File: src/isa_pkg.sv
`default_nettype none

package isa_pkg;

  // Datapath
  localparam int WORD_W     = 32;
  localparam int BYTE_OFF_W = 2;   // Word aligned fetch

  typedef logic [WORD_W-1:0] word_t;

  localparam word_t RESET_PC = '0;
  localparam word_t PC_STEP  = word_t'(4);

  // Branch target buffer sizing
  localparam int BTB_ENTRIES = 16;
  localparam int BTB_IDX_W   = 4;
  localparam int BTB_TAG_W   = WORD_W - BTB_IDX_W - BYTE_OFF_W;

  typedef logic [BTB_IDX_W-1:0] btb_idx_t;
  typedef logic [BTB_TAG_W-1:0] btb_tag_t;
  typedef logic [1:0]           counter_t;   // 2 and 3 predict taken

  localparam counter_t CNT_MIN        = 2'd0;
  localparam counter_t CNT_WEAK_TAKEN = 2'd2;
  localparam counter_t CNT_MAX        = 2'd3;

  // Instruction cache sizing, one word per line
  localparam int ICACHE_LINES = 16;
  localparam int ICACHE_IDX_W = 4;
  localparam int ICACHE_TAG_W = WORD_W - ICACHE_IDX_W - BYTE_OFF_W;

  typedef logic [ICACHE_IDX_W-1:0] icache_idx_t;
  typedef logic [ICACHE_TAG_W-1:0] icache_tag_t;

  typedef enum logic {
    IC_IDLE,     // Lookup, hit answers same cycle
    IC_REFILL    // Waiting on external memory
  } icache_state_t;

endpackage

`default_nettype wire

File: src/fetch_unit.sv
`timescale 1ns/10ps
`default_nettype none

module fetch_unit import isa_pkg::*; (
  input  logic  CLK,
  input  logic  nRST,
  input  logic  ihit,
  input  logic  freeze,
  input  logic  jump,
  input  logic  misprediction,
  input  word_t correct_pc,
  input  word_t imemload,
  input  word_t pc_prediction,
  input  logic  predicted_taken,
  output logic  imemren,
  output word_t imemaddr,
  output word_t pc,
  output word_t instr
);

  word_t pc_q;
  word_t next_pc;
  logic  redirect;
  logic  advance;

  // Jump and misprediction are one-cycle strobes, taken even mid refill
  assign redirect = jump || misprediction;
  assign advance  = ihit && !freeze;

  always_comb begin
    next_pc = pc_q;
    if (redirect) begin
      next_pc = correct_pc;
    end else if (advance) begin
      if (predicted_taken) begin
        next_pc = pc_prediction;   // BTB hit, counter taken
      end else begin
        next_pc = pc_q + PC_STEP;
      end
    end
  end

  always_ff @(posedge CLK, negedge nRST) begin
    if (!nRST) begin
      pc_q <= RESET_PC;
    end else begin
      pc_q <= next_pc;
    end
  end

  // Fetch request comes up the cycle after reset and stays up
  always_ff @(posedge CLK, negedge nRST) begin
    if (!nRST) begin
      imemren <= 1'b0;
    end else begin
      imemren <= 1'b1;
    end
  end

  assign imemaddr = pc_q;

  // Bubble unless the cache answered this cycle
  assign pc    = ihit ? pc_q : '0;
  assign instr = ihit ? imemload : '0;

  pc_word_aligned: assert property (@(posedge CLK) disable iff (!nRST)
    pc_q[BYTE_OFF_W-1:0] == '0)
    else $error("fetch PC %h is not word aligned", pc_q);

endmodule

`default_nettype wire

File: src/branch_predictor.sv
`timescale 1ns/10ps
`default_nettype none

module branch_predictor import isa_pkg::*; (
  input  logic  CLK,
  input  logic  nRST,
  input  word_t pc,
  input  logic  update_btb,
  input  logic  branch_outcome,
  input  word_t update_pc,
  input  word_t branch_target,
  output logic  predicted_outcome,
  output word_t predicted_target
);

  logic [BTB_ENTRIES-1:0] valid;
  btb_tag_t               tags     [BTB_ENTRIES];
  word_t                  targets  [BTB_ENTRIES];
  counter_t               counters [BTB_ENTRIES];

  btb_idx_t rd_idx;
  btb_tag_t rd_tag;
  logic     rd_hit;

  btb_idx_t wr_idx;
  btb_tag_t wr_tag;
  logic     wr_hit;
  logic     wr_en;
  counter_t new_count;

  // Lookup side
  assign rd_idx = pc[BYTE_OFF_W +: BTB_IDX_W];
  assign rd_tag = pc[WORD_W-1 -: BTB_TAG_W];
  assign rd_hit = valid[rd_idx] && (tags[rd_idx] == rd_tag);

  assign predicted_outcome = rd_hit && (counters[rd_idx] >= CNT_WEAK_TAKEN);
  assign predicted_target  = predicted_outcome ? targets[rd_idx] : '0;

  // Update side
  assign wr_idx = update_pc[BYTE_OFF_W +: BTB_IDX_W];
  assign wr_tag = update_pc[WORD_W-1 -: BTB_TAG_W];
  assign wr_hit = valid[wr_idx] && (tags[wr_idx] == wr_tag);

  // A not-taken branch with no entry leaves the table alone
  assign wr_en = update_btb && (wr_hit || branch_outcome);

  always_comb begin
    new_count = counters[wr_idx];
    if (!wr_hit) begin
      new_count = CNT_WEAK_TAKEN;   // Fresh allocation
    end else if (branch_outcome) begin
      if (counters[wr_idx] != CNT_MAX) begin
        new_count = counters[wr_idx] + 2'd1;
      end
    end else begin
      if (counters[wr_idx] != CNT_MIN) begin
        new_count = counters[wr_idx] - 2'd1;
      end
    end
  end

  always_ff @(posedge CLK, negedge nRST) begin
    if (!nRST) begin
      valid <= '0;
    end else if (wr_en) begin
      valid[wr_idx] <= 1'b1;
    end
  end

  always_ff @(posedge CLK) begin
    if (wr_en) begin
      tags[wr_idx]     <= wr_tag;
      counters[wr_idx] <= new_count;
      if (branch_outcome) begin
        targets[wr_idx] <= branch_target;   // Keep last taken target
      end
    end
  end

  update_pc_aligned: assert property (@(posedge CLK) disable iff (!nRST)
    update_btb |-> update_pc[BYTE_OFF_W-1:0] == '0)
    else $error("BTB update at unaligned PC %h", update_pc);

endmodule

`default_nettype wire

File: src/fetch_stage.sv
`timescale 1ns/10ps
`default_nettype none

module fetch_stage import isa_pkg::*; (
  input  logic  CLK,
  input  logic  nRST,
  input  logic  ihit,
  input  logic  freeze,
  input  logic  jump,
  input  logic  misprediction,
  input  logic  update_btb,
  input  logic  branch_outcome,
  input  word_t correct_pc,
  input  word_t update_pc,
  input  word_t branch_target,
  input  word_t imemload,
  output logic  imemren,
  output word_t imemaddr,
  output word_t pc,
  output word_t instr,
  output logic  predicted_outcome
);

  word_t fu_pc;
  word_t fu_instr;
  logic  btb_taken;
  word_t btb_target;

  word_t prev_pc;
  word_t prev_instr;
  logic  prev_pred;

  word_t save_pc;   // Redirect target we are waiting for
  logic  missed;
  logic  mispredict_now;
  logic  resume;
  logic  squash;

  assign mispredict_now = update_btb && misprediction;
  assign resume         = missed && ihit && (imemaddr == save_pc);
  assign squash         = jump || mispredict_now || (missed && !resume);

  always_comb begin
    if (freeze) begin
      pc                = prev_pc;
      instr             = prev_instr;
      predicted_outcome = prev_pred;
    end else if (squash) begin
      pc                = '0;
      instr             = '0;
      predicted_outcome = 1'b0;
    end else begin
      pc                = fu_pc;
      instr             = fu_instr;
      predicted_outcome = btb_taken && ihit;
    end
  end

  // Hold copy of what was shown on the last unfrozen cycle
  always_ff @(posedge CLK, negedge nRST) begin
    if (!nRST) begin
      prev_pc    <= '0;
      prev_instr <= '0;
      prev_pred  <= 1'b0;
    end else if (!freeze) begin
      prev_pc    <= pc;
      prev_instr <= instr;
      prev_pred  <= predicted_outcome;
    end
  end

  always_ff @(posedge CLK, negedge nRST) begin
    if (!nRST) begin
      missed  <= 1'b0;
      save_pc <= '0;
    end else if (mispredict_now) begin
      missed  <= 1'b1;
      save_pc <= correct_pc;
    end else if (jump || resume) begin
      missed  <= 1'b0;   // Jump target supersedes a pending recovery
    end
  end

  fetch_unit i_fetch_unit (
    .CLK             (CLK),
    .nRST            (nRST),
    .ihit            (ihit),
    .freeze          (freeze),
    .jump            (jump),
    .misprediction   (mispredict_now),
    .correct_pc      (correct_pc),
    .imemload        (imemload),
    .pc_prediction   (btb_target),
    .predicted_taken (btb_taken),
    .imemren         (imemren),
    .imemaddr        (imemaddr),
    .pc              (fu_pc),
    .instr           (fu_instr)
  );

  branch_predictor i_branch_predictor (
    .CLK               (CLK),
    .nRST              (nRST),
    .pc                (imemaddr),   // Predict on the address being fetched
    .update_btb        (update_btb),
    .branch_outcome    (branch_outcome),
    .update_pc         (update_pc),
    .branch_target     (branch_target),
    .predicted_outcome (btb_taken),
    .predicted_target  (btb_target)
  );

endmodule

`default_nettype wire

File: src/instr_cache.sv
`timescale 1ns/10ps
`default_nettype none

module instr_cache import isa_pkg::*; (
  input  logic  CLK,
  input  logic  nRST,
  input  logic  imemren,
  input  word_t imemaddr,
  output logic  ihit,
  output word_t imemload,
  output logic  mem_ren,
  output word_t mem_addr,
  input  word_t mem_load,
  input  logic  mem_ready
);

  icache_state_t state;
  icache_state_t next_state;

  logic [ICACHE_LINES-1:0] valid;
  icache_tag_t             tags [ICACHE_LINES];
  word_t                   data [ICACHE_LINES];

  word_t       refill_addr;   // Missing word, held for the whole refill
  icache_idx_t idx;
  icache_tag_t tag;
  logic        tag_match;
  logic        miss;
  icache_idx_t fill_idx;
  icache_tag_t fill_tag;
  logic        fill_done;

  assign idx       = imemaddr[BYTE_OFF_W +: ICACHE_IDX_W];
  assign tag       = imemaddr[WORD_W-1 -: ICACHE_TAG_W];
  assign tag_match = valid[idx] && (tags[idx] == tag);

  assign ihit     = imemren && (state == IC_IDLE) && tag_match;
  assign imemload = data[idx];
  assign miss     = imemren && (state == IC_IDLE) && !tag_match;

  assign fill_idx  = refill_addr[BYTE_OFF_W +: ICACHE_IDX_W];
  assign fill_tag  = refill_addr[WORD_W-1 -: ICACHE_TAG_W];
  assign fill_done = (state == IC_REFILL) && mem_ready;

  assign mem_ren  = (state == IC_REFILL);
  assign mem_addr = refill_addr;

  always_comb begin
    next_state = state;
    case (state)
      IC_IDLE: begin
        if (miss) begin
          next_state = IC_REFILL;
        end
      end
      IC_REFILL: begin
        if (mem_ready) begin
          next_state = IC_IDLE;   // Line is written, lookup hits next cycle
        end
      end
      default: next_state = IC_IDLE;
    endcase
  end

  always_ff @(posedge CLK, negedge nRST) begin
    if (!nRST) begin
      state <= IC_IDLE;
    end else begin
      state <= next_state;
    end
  end

  always_ff @(posedge CLK, negedge nRST) begin
    if (!nRST) begin
      valid <= '0;
    end else if (fill_done) begin
      valid[fill_idx] <= 1'b1;
    end
  end

  always_ff @(posedge CLK) begin
    if (miss) begin
      refill_addr <= imemaddr;
    end
    if (fill_done) begin
      tags[fill_idx] <= fill_tag;
      data[fill_idx] <= mem_load;
    end
  end

  mem_addr_stable: assert property (@(posedge CLK) disable iff (!nRST)
    mem_ren && !mem_ready |=> mem_ren && $stable(mem_addr))
    else $error("refill address moved while waiting on memory");

endmodule

`default_nettype wire

File: src/fetch_subsystem.sv
`timescale 1ns/10ps
`default_nettype none

module fetch_subsystem import isa_pkg::*; (
  input  logic  CLK,
  input  logic  nRST,
  input  logic  freeze,
  input  logic  jump,
  input  logic  misprediction,
  input  logic  update_btb,
  input  logic  branch_outcome,
  input  logic  mem_ready,
  input  word_t correct_pc,
  input  word_t update_pc,
  input  word_t branch_target,
  input  word_t mem_load,
  output word_t pc,
  output word_t instr,
  output logic  predicted_outcome,
  output logic  mem_ren,
  output word_t mem_addr
);

  // Fetch stage to cache
  logic  ihit;
  logic  imemren;
  word_t imemaddr;
  word_t imemload;

  fetch_stage i_fetch_stage (
    .CLK               (CLK),
    .nRST              (nRST),
    .ihit              (ihit),
    .freeze            (freeze),
    .jump              (jump),
    .misprediction     (misprediction),
    .update_btb        (update_btb),
    .branch_outcome    (branch_outcome),
    .correct_pc        (correct_pc),
    .update_pc         (update_pc),
    .branch_target     (branch_target),
    .imemload          (imemload),
    .imemren           (imemren),
    .imemaddr          (imemaddr),
    .pc                (pc),
    .instr             (instr),
    .predicted_outcome (predicted_outcome)
  );

  instr_cache i_instr_cache (
    .CLK       (CLK),
    .nRST      (nRST),
    .imemren   (imemren),
    .imemaddr  (imemaddr),
    .ihit      (ihit),
    .imemload  (imemload),
    .mem_ren   (mem_ren),
    .mem_addr  (mem_addr),
    .mem_load  (mem_load),
    .mem_ready (mem_ready)
  );

endmodule

`default_nettype wire

File: config.mk
export PLATFORM = sky130hd
export DESIGN_NAME = fetch_subsystem
export DESIGN_NICKNAME = d
export VERILOG_FILES = /design/src/isa_pkg.sv /design/src/fetch_unit.sv /design/src/branch_predictor.sv /design/src/fetch_stage.sv /design/src/instr_cache.sv /design/src/fetch_subsystem.sv
export SDC_FILE = /design/constraint.sdc
export NUM_CORES = 2
export LEC_CHECK = 0
export ABC_CLOCK_PERIOD_IN_PS = 5050
export BUFFER_PORTS_ARGS = -buffer_cell sky130_fd_sc_hd__buf_2
export CORE_MARGIN = 2
export CORE_UTILIZATION = 50
export DETAILED_ROUTE_END_ITERATION = 6
export GPL_ROUTABILITY_DRIVEN = 1
export GPL_TIMING_DRIVEN = 0
export PLACE_DENSITY = 0.69
export SYNTH_ARGS = -nofsm -noshare
export SYNTH_HDL_FRONTEND = slang
export SYNTH_SLANG_ARGS = --single-unit
export TNS_END_PERCENT = 10
File: constraint.sdc
create_clock -name CLK -period 5.05 [get_ports CLK]
set_input_delay 0.505 -clock CLK [delete_from_list [all_inputs] [get_ports CLK]]
set_output_delay 0.505 -clock CLK [all_outputs]
set_load 0.1 [all_outputs]
Yosys cells after proc, flatten, opt, wreduce, memory -nomap -nowiden
Memory sizes are Yosys's and may differ from the RTL's.
Cells that the tools add are included.
{"block": "totals", "ff_bits": 196, "mem_bits_rw": 1888, "output_inout_bits": 98, "n_memories": 5}
{"block": "classes", "n_addsub": 3, "magnitude_cmp": 6, "eq_ne": 5, "muxes": 37, "n_bitwise": 3, "n_reduce_logical": 27}
{"memory": "i_fetch_stage.i_branch_predictor.targets", "words": 16, "width": 32, "read_ports": 1, "rd_ports_with_merged_regs": 0, "wr": 1, "line": "branch_predictor.sv:18", "rtl": "word_t targets [BTB_ENTRIES];"}
{"memory": "i_instr_cache.data", "words": 16, "width": 32, "read_ports": 1, "rd_ports_with_merged_regs": 0, "wr": 1, "line": "instr_cache.sv:22", "rtl": "word_t data [ICACHE_LINES];"}
{"memory": "i_fetch_stage.i_branch_predictor.tags", "words": 16, "width": 26, "read_ports": 2, "rd_ports_with_merged_regs": 0, "wr": 1, "line": "branch_predictor.sv:17", "rtl": "btb_tag_t tags [BTB_ENTRIES];"}
{"memory": "i_instr_cache.tags", "words": 16, "width": 26, "read_ports": 1, "rd_ports_with_merged_regs": 0, "wr": 1, "line": "instr_cache.sv:21", "rtl": "icache_tag_t tags [ICACHE_LINES];"}
{"memory": "i_fetch_stage.i_branch_predictor.counters", "words": 16, "width": 2, "read_ports": 2, "rd_ports_with_merged_regs": 0, "wr": 1, "line": "branch_predictor.sv:19", "rtl": "counter_t counters [BTB_ENTRIES];"}
{"cell": "$mux 32", "n": 9}
{"cell": "$eq 26x26->1", "n": 3}
{"cell": "$add 32x3->32 const B", "n": 1}
{"cell": "$eq 32x32->1", "n": 1}
{"cell": "$or 16x16->16", "n": 2}
{"cell": "$mux 1", "n": 18}
{"cell": "$logic_and 1x1->1", "n": 17}
{"cell": "$lt 4x5->1 const B", "n": 3}
{"cell": "$bmux 1 s4", "n": 3}
{"cell": "$demux 1 s4", "n": 2}
{"cell": "$ge 4x1->1 const B", "n": 2}
{"cell": "$mux 2", "n": 4}
{"cell": "$reduce_bool 2->1", "n": 3}
{"cell": "$logic_or 1x1->1", "n": 4}
{"cell": "$logic_not 1->1", "n": 3}
{"cell": "$add 2x1->2 const B", "n": 1}
{"cell": "$ge 2x2->1 const B", "n": 1}
{"cell": "$ne 2x2->1 const B", "n": 1}
{"cell": "$pmux 1 s2", "n": 1}
{"cell": "$sub 2x1->2 const B", "n": 1}
{"cell": "$not 1->1", "n": 1}

Longest topological paths before layout
{"block": "depth", "depth_word": 11, "depth_mapped": 21, "ltp_nobuf": 11}

Hierarchy
Synthesis repeated with hierarchy kept, for this count alone.
{"block": "unflattened", "hier_cells": 4492, "hier_area_um2": 87229.9}
{"mod": "branch_predictor", "n_inst": 1, "cells_per_inst": 2015, "area_each_um2": 41900.2, "seq_area_each_um2": 29228.0}
{"mod": "instr_cache", "n_inst": 1, "cells_per_inst": 1582, "area_each_um2": 37290.8, "seq_area_each_um2": 29253.1}
{"mod": "fetch_stage", "n_inst": 1, "cells_per_inst": 512, "area_each_um2": 5154.9, "seq_area_each_um2": 2452.4}
{"mod": "fetch_unit", "n_inst": 1, "cells_per_inst": 383, "area_each_um2": 2884.0, "seq_area_each_um2": 825.8}

Worst setup path before layout
Ideal clock, no wire load.
{"block": "synth_timing", "path_kind": "register to register", "startpoint": "register i_instr_cache.state (netlist: i_instr_cache.mem_ren)", "endpoint": "register i_instr_cache.valid[0]", "setup_ns": 0.089, "t_arrival_ns": 5.975, "path_slack_ns": -1.014, "stages_incl_launch_ff": 5, "n_path_buf": 0, "period_less_slack_ns": 6.064, "path_cell_list": "dfrtp_1 nand2_1 or3_1 nor3_1 or2_2"}
{"block": "synth_via", "elab_chain_len": 1}
{"item": "start, declared", "line": "instr_cache.sv:17", "rtl": "icache_state_t state;"}
{"item": "start signal, assigned", "line": "instr_cache.sv:69", "rtl": "state <= next_state;"}
{"item": "$logic_and 1x1->1", "line": "instr_cache.sv:43", "rtl": "assign fill_done = (state == IC_REFILL) && mem_ready;"}
{"item": "end signal, assigned", "line": "instr_cache.sv:75", "rtl": "valid <= '0;"}
{"item": "end signal, assigned by index", "line": "instr_cache.sv:77", "rtl": "valid[fill_idx] <= 1'b1;"}
{"item": "end, declared", "line": "instr_cache.sv:20", "rtl": "logic [ICACHE_LINES-1:0] valid;"}
No other way between the ends.
A chain may end at the register's enable or synchronous reset.

Final worst setup path
{"block": "layout_timing", "startpoint": "register i_fetch_stage.i_fetch_unit.pc_q[4] (netlist: i_fetch_stage.i_fetch_unit.imemaddr[4])", "endpoint": "output pc[31]"}
{"block": "layout_via", "elab_chain_len": 11}
{"item": "start, declared", "line": "fetch_unit.sv:21", "rtl": "word_t pc_q;"}
{"item": "start signal, assigned", "line": "fetch_unit.sv:47", "rtl": "pc_q <= next_pc;"}
{"item": "$mem_v2 16x26 / $bmux 1 s4 (equally long branches)"}
{"item": "$eq 26x26->1 / $mux 1 (equally long branches)", "line": "instr_cache.sv:35", "rtl": "assign tag_match = valid[idx] && (tags[idx] == tag);"}
{"item": "$logic_and 1x1->1", "line": "instr_cache.sv:35"}
{"item": "$logic_and 1x1->1", "line": "instr_cache.sv:37", "rtl": "assign ihit = imemren && (state == IC_IDLE) && tag_match;"}
{"item": "$logic_and 1x1->1 (2 in series)", "line": "fetch_stage.sv:40", "rtl": "assign resume = missed && ihit && (imemaddr == save_pc);"}
{"item": "$logic_not 1->1", "line": "fetch_stage.sv:41", "rtl": "assign squash = jump || mispredict_now || (missed && !resume);"}
{"item": "$logic_and 1x1->1", "line": "fetch_stage.sv:41"}
{"item": "$logic_or 1x1->1", "line": "fetch_stage.sv:41"}
{"item": "$mux 32 (*)", "line": "fetch_stage.sv:48", "rtl": "end else if (squash) begin"}
{"item": "$mux 32 (*)", "line": "fetch_stage.sv:44", "rtl": "if (freeze) begin"}
{"item": "end, declared", "line": "fetch_subsystem.sv:17", "rtl": "output word_t pc,"}
Every way passes the cells marked *; elsewhere a longest branch is shown, timed or not. The select of a mux whose other input is x is not followed.

==> impl_metrics.ini <==
[timing]
hold_viol = 0
rsz0062_at_grt = true
skew_ns = 0.0586
fin_tns_setup_ns = -251.19
worst_pin_slew_ns = 1.62
min_period_over_period = 1.22
finalMaxSlewViolations = 30
fin_crit_ns = 6.15
setup_viol = 444
slew_headroom = -0.0768
hold_ws_ns = 0.0376
max_clock_freq_mhz = 163
setup_ws_ns = -1.10

[power]
switching_share = 0.247
p_int_mw = 29.9
p_comb_frac = 0.114
clkPwrFrac = 0.394
pwr-share-seq = 0.491
power.switching_mw = 9.82
ir_drop_v = 0.000384
power_mw = 39.7
power_leakage_nw = 34.3
power_density_mw_per_mm2 = 383

[synthesis]
yosys-top-cells-count = 1,920 x edfxtp_1, 612 x mux4_2, 164 x dfrtp_1, 151 x clkbuf_1, 137 x a22o_1
async_flop_share = 0.0787
synthAdderAreaFrac = 0.000263
synth.mux.area_fraction = 0.191
synth_area_leaders = edfxtp_1 67%, mux4_2 16%, dfrtp_1 4.8%, mux2i_1 1.6%, mux2_2 1.5%
ys_seq_area_frac = 0.720
synth.avg_cell_area_um2 = 20.5
synth_top_family_by_area = multiplexers
synth.top_cell.area_share = 0.673
yosys.area_share.simple = 0.0236
synth_xor_area_frac = 0.0123
syn-num-nets = 4313
yosys_warnings = 0
synth_seq_cells = 2084
synth_area_mm2 = 0.0857
yosysUniqueCellTypes = 77
yosysMostFrequentCell = edfxtp_1
yosysTopAreaCell = edfxtp_1
syn-instance-count = 4176
synth_top_flop_cell = edfxtp_1
synth_edf_count = 1920
synth-compound-area-share = 0.0357

[cells_and_area]
instances_no_fill = 7273
area_delta_synth_final_pct = 20.9
fin_area_mm2 = 0.104
post-route-util = 0.610
drive_gt1_frac = 0.364
final_nets = 4994

[die]
die_w_um = 418
ios = 234
core_mm2 = 0.170
dieArea_mm2 = 0.175
initial_core_util = 0.505
die_y_um = 418
num_rows = 151

[detailed_routing]
ant_nets = 0
viasPerCell = 6.79
wl_per_cell_um = 37.2
drtIter0Drc = 7452
vias = 49400
drc = 1
dr.pass1.iters = 7
wl_um = 271000

[worst_setup_path]
crit_path_end_kind = output pin
criticalPathCategory = reg -> out
crit_path_start_kind = flop
crit_top_cell = buf_12
crit_arrival_ns = 5.65
crit_family = simple AND/OR/NAND/NOR gates
critPathMaxStageDelay_ns = 0.57
crit_path_top_delay_cell = or4_4
path_cells = buf_4, nor2_1, clkbuf_4, a22o_1, a221oi_2, xor2_1, nand4_1, or4_4, or4_4, or4_4, a21oi_4, buf_12, buf_16, buf_12, buf_12, a22o_4, buf_12
worst-path-buf-inv = 7
cp_max_fo = 10
required_ns = 4.55

[global_routing]
grt_pass1_vias = 48600
grt_max_degree = 111
grt_overflow = 0
grt_antenna_before_repair = 51
grt_first_pass_wirelength_um = 374000
grt.total_usage = 0.309

[clock_network]
htree_levels = 4
cts_tree = yes
clk_pin_slew_worst_paths_ns = 0.07
root_buffer = clkbuf_16
clockBufferDepth = 3
clock_latency_ns = 0.88
clock-sinks = 2084
numCtsBuffers = 204

[outcome]
status = finished with violations
violations = design-rule violations, max-capacitance violations, max-slew violations, negative setup slack

[place]
gp_congestion = 0.937
pre_cts_ws_ns = -3.21
placed_area_mm2 = 0.0923
hpwl_um = 172000
io_buffers = 227
dp_cells = 6738

[min_path]
min_path_type = in -> reg

[job]
cap_violations = 3
## worst paths after layout
check                                                                end  slack (ns)  cells past startpoint                                          start
min reg2reg                                   i_instr_cache.mem_addr[14]        0.45                      0        i_fetch_stage.i_fetch_unit.imemaddr[14]
max reg2reg                i_fetch_stage.i_branch_predictor.tags[10][25]       -0.37                     12  i_fetch_stage.i_branch_predictor.tags[15][25]
min                        i_fetch_stage.i_branch_predictor.tags[14][25]        0.04                      1                                  update_pc[31]
max in group asynchronous      i_fetch_stage.i_branch_predictor.valid[6]        3.76                      3                                           nRST
min in group asynchronous                    i_fetch_stage.prev_instr[0]        0.17                      2                                           nRST
max                                                               pc[31]       -1.10                     17         i_fetch_stage.i_fetch_unit.imemaddr[4]
## registers in the layout, summed over array words and instances (netlist names), 16 cells and up
| name | count |
|---|---|
| i_instr_cache.data | 512 |
| i_fetch_stage.i_branch_predictor.counters | 32 |
| i_instr_cache.mem_addr | 32 |
| i_instr_cache.tags | 416 |
| i_fetch_stage.i_branch_predictor.targets | 512 |
| i_fetch_stage.i_fetch_unit.imemaddr | 32 |
| i_fetch_stage.i_branch_predictor.tags | 416 |
| i_fetch_stage.i_branch_predictor.valid | 16 |
| i_instr_cache.valid | 16 |
| i_fetch_stage.prev_pc | 32 |
| i_fetch_stage.save_pc | 32 |
| i_fetch_stage.prev_instr | 32 |
## cell type report
type                    instances  area, µm²
diodes                         23       57.6
plain buffers                 270       2200
clock buffers                 249       5420
clock inverters               132       1520
fillers                     11500      66200
inverters                      18       73.8
multi-input cells            1797      24000
flip-flops and latches       2084      61800
well taps                    2218       2780
repair buffers                482       5870
## per-layer routing
layer	up-vias	global-route usage	part of all wire
li1	19000	-	-
met1	25800	0.409	0.36
met2	3679	0.471	0.46
met3	903	0.0696	0.11
met4	28	0.185	0.070
met5	-	0	0.00067
## repair_timing
item	in CTS	in global routing
endpoints found under the hold margin	766	1
resized for setup	724	74
setup endpoints to repair	651	531
pin swaps	16	9
gates cloned	4	4
hold buffers	81	1
buffers inserted	42	7
## cell families after synthesis
family	after synthesis
flops	2084
mux	857
compound gates	418
simple gates	399
buf+inv	295
xor+xnor	120
fa+ha+maj	2
other cells	1
## cells in the final DEF, fill, tap and decap left out, types with 24 or more instances in the layout
cell,count
mux4_2,612
o21ai_0,44
clkbuf_1,110
o22ai_1,41
nor2_1,35
nand4_1,24
clkbuf_16,211
a21oi_1,44
xnor2_1,67
nand2_1,104
buf_8,27
xor2_1,50
nand3_1,40
mux2i_1,113
edfxtp_1,1920
a22o_4,63
dlygate4sd3_1,82
buf_4,59
buf_12,142
clkinv_2,38
clkinv_1,44
clkbuf_2,24
dfrtp_1,161
or2_2,26
mux2_2,111
buf_16,34
buf_6,59
a22oi_1,26
a22o_1,74
buf_2,172
clkbuf_4,36
nor2_4,40
## power groups by stage
stage / Clock [mW] / Combinational [mW] / Sequential, mW
after floorplan: 0 / 2.30 / 19.9
after global placement: 0 / 3.93 / 19.9
after detailed placement: 0 / 4.06 / 19.9
after CTS: 15.7 / 4.41 / 19.5
after global routing: 16.4 / 4.68 / 19.5
final: 15.7 / 4.55 / 19.5
(Power assumes the default switching activity.)
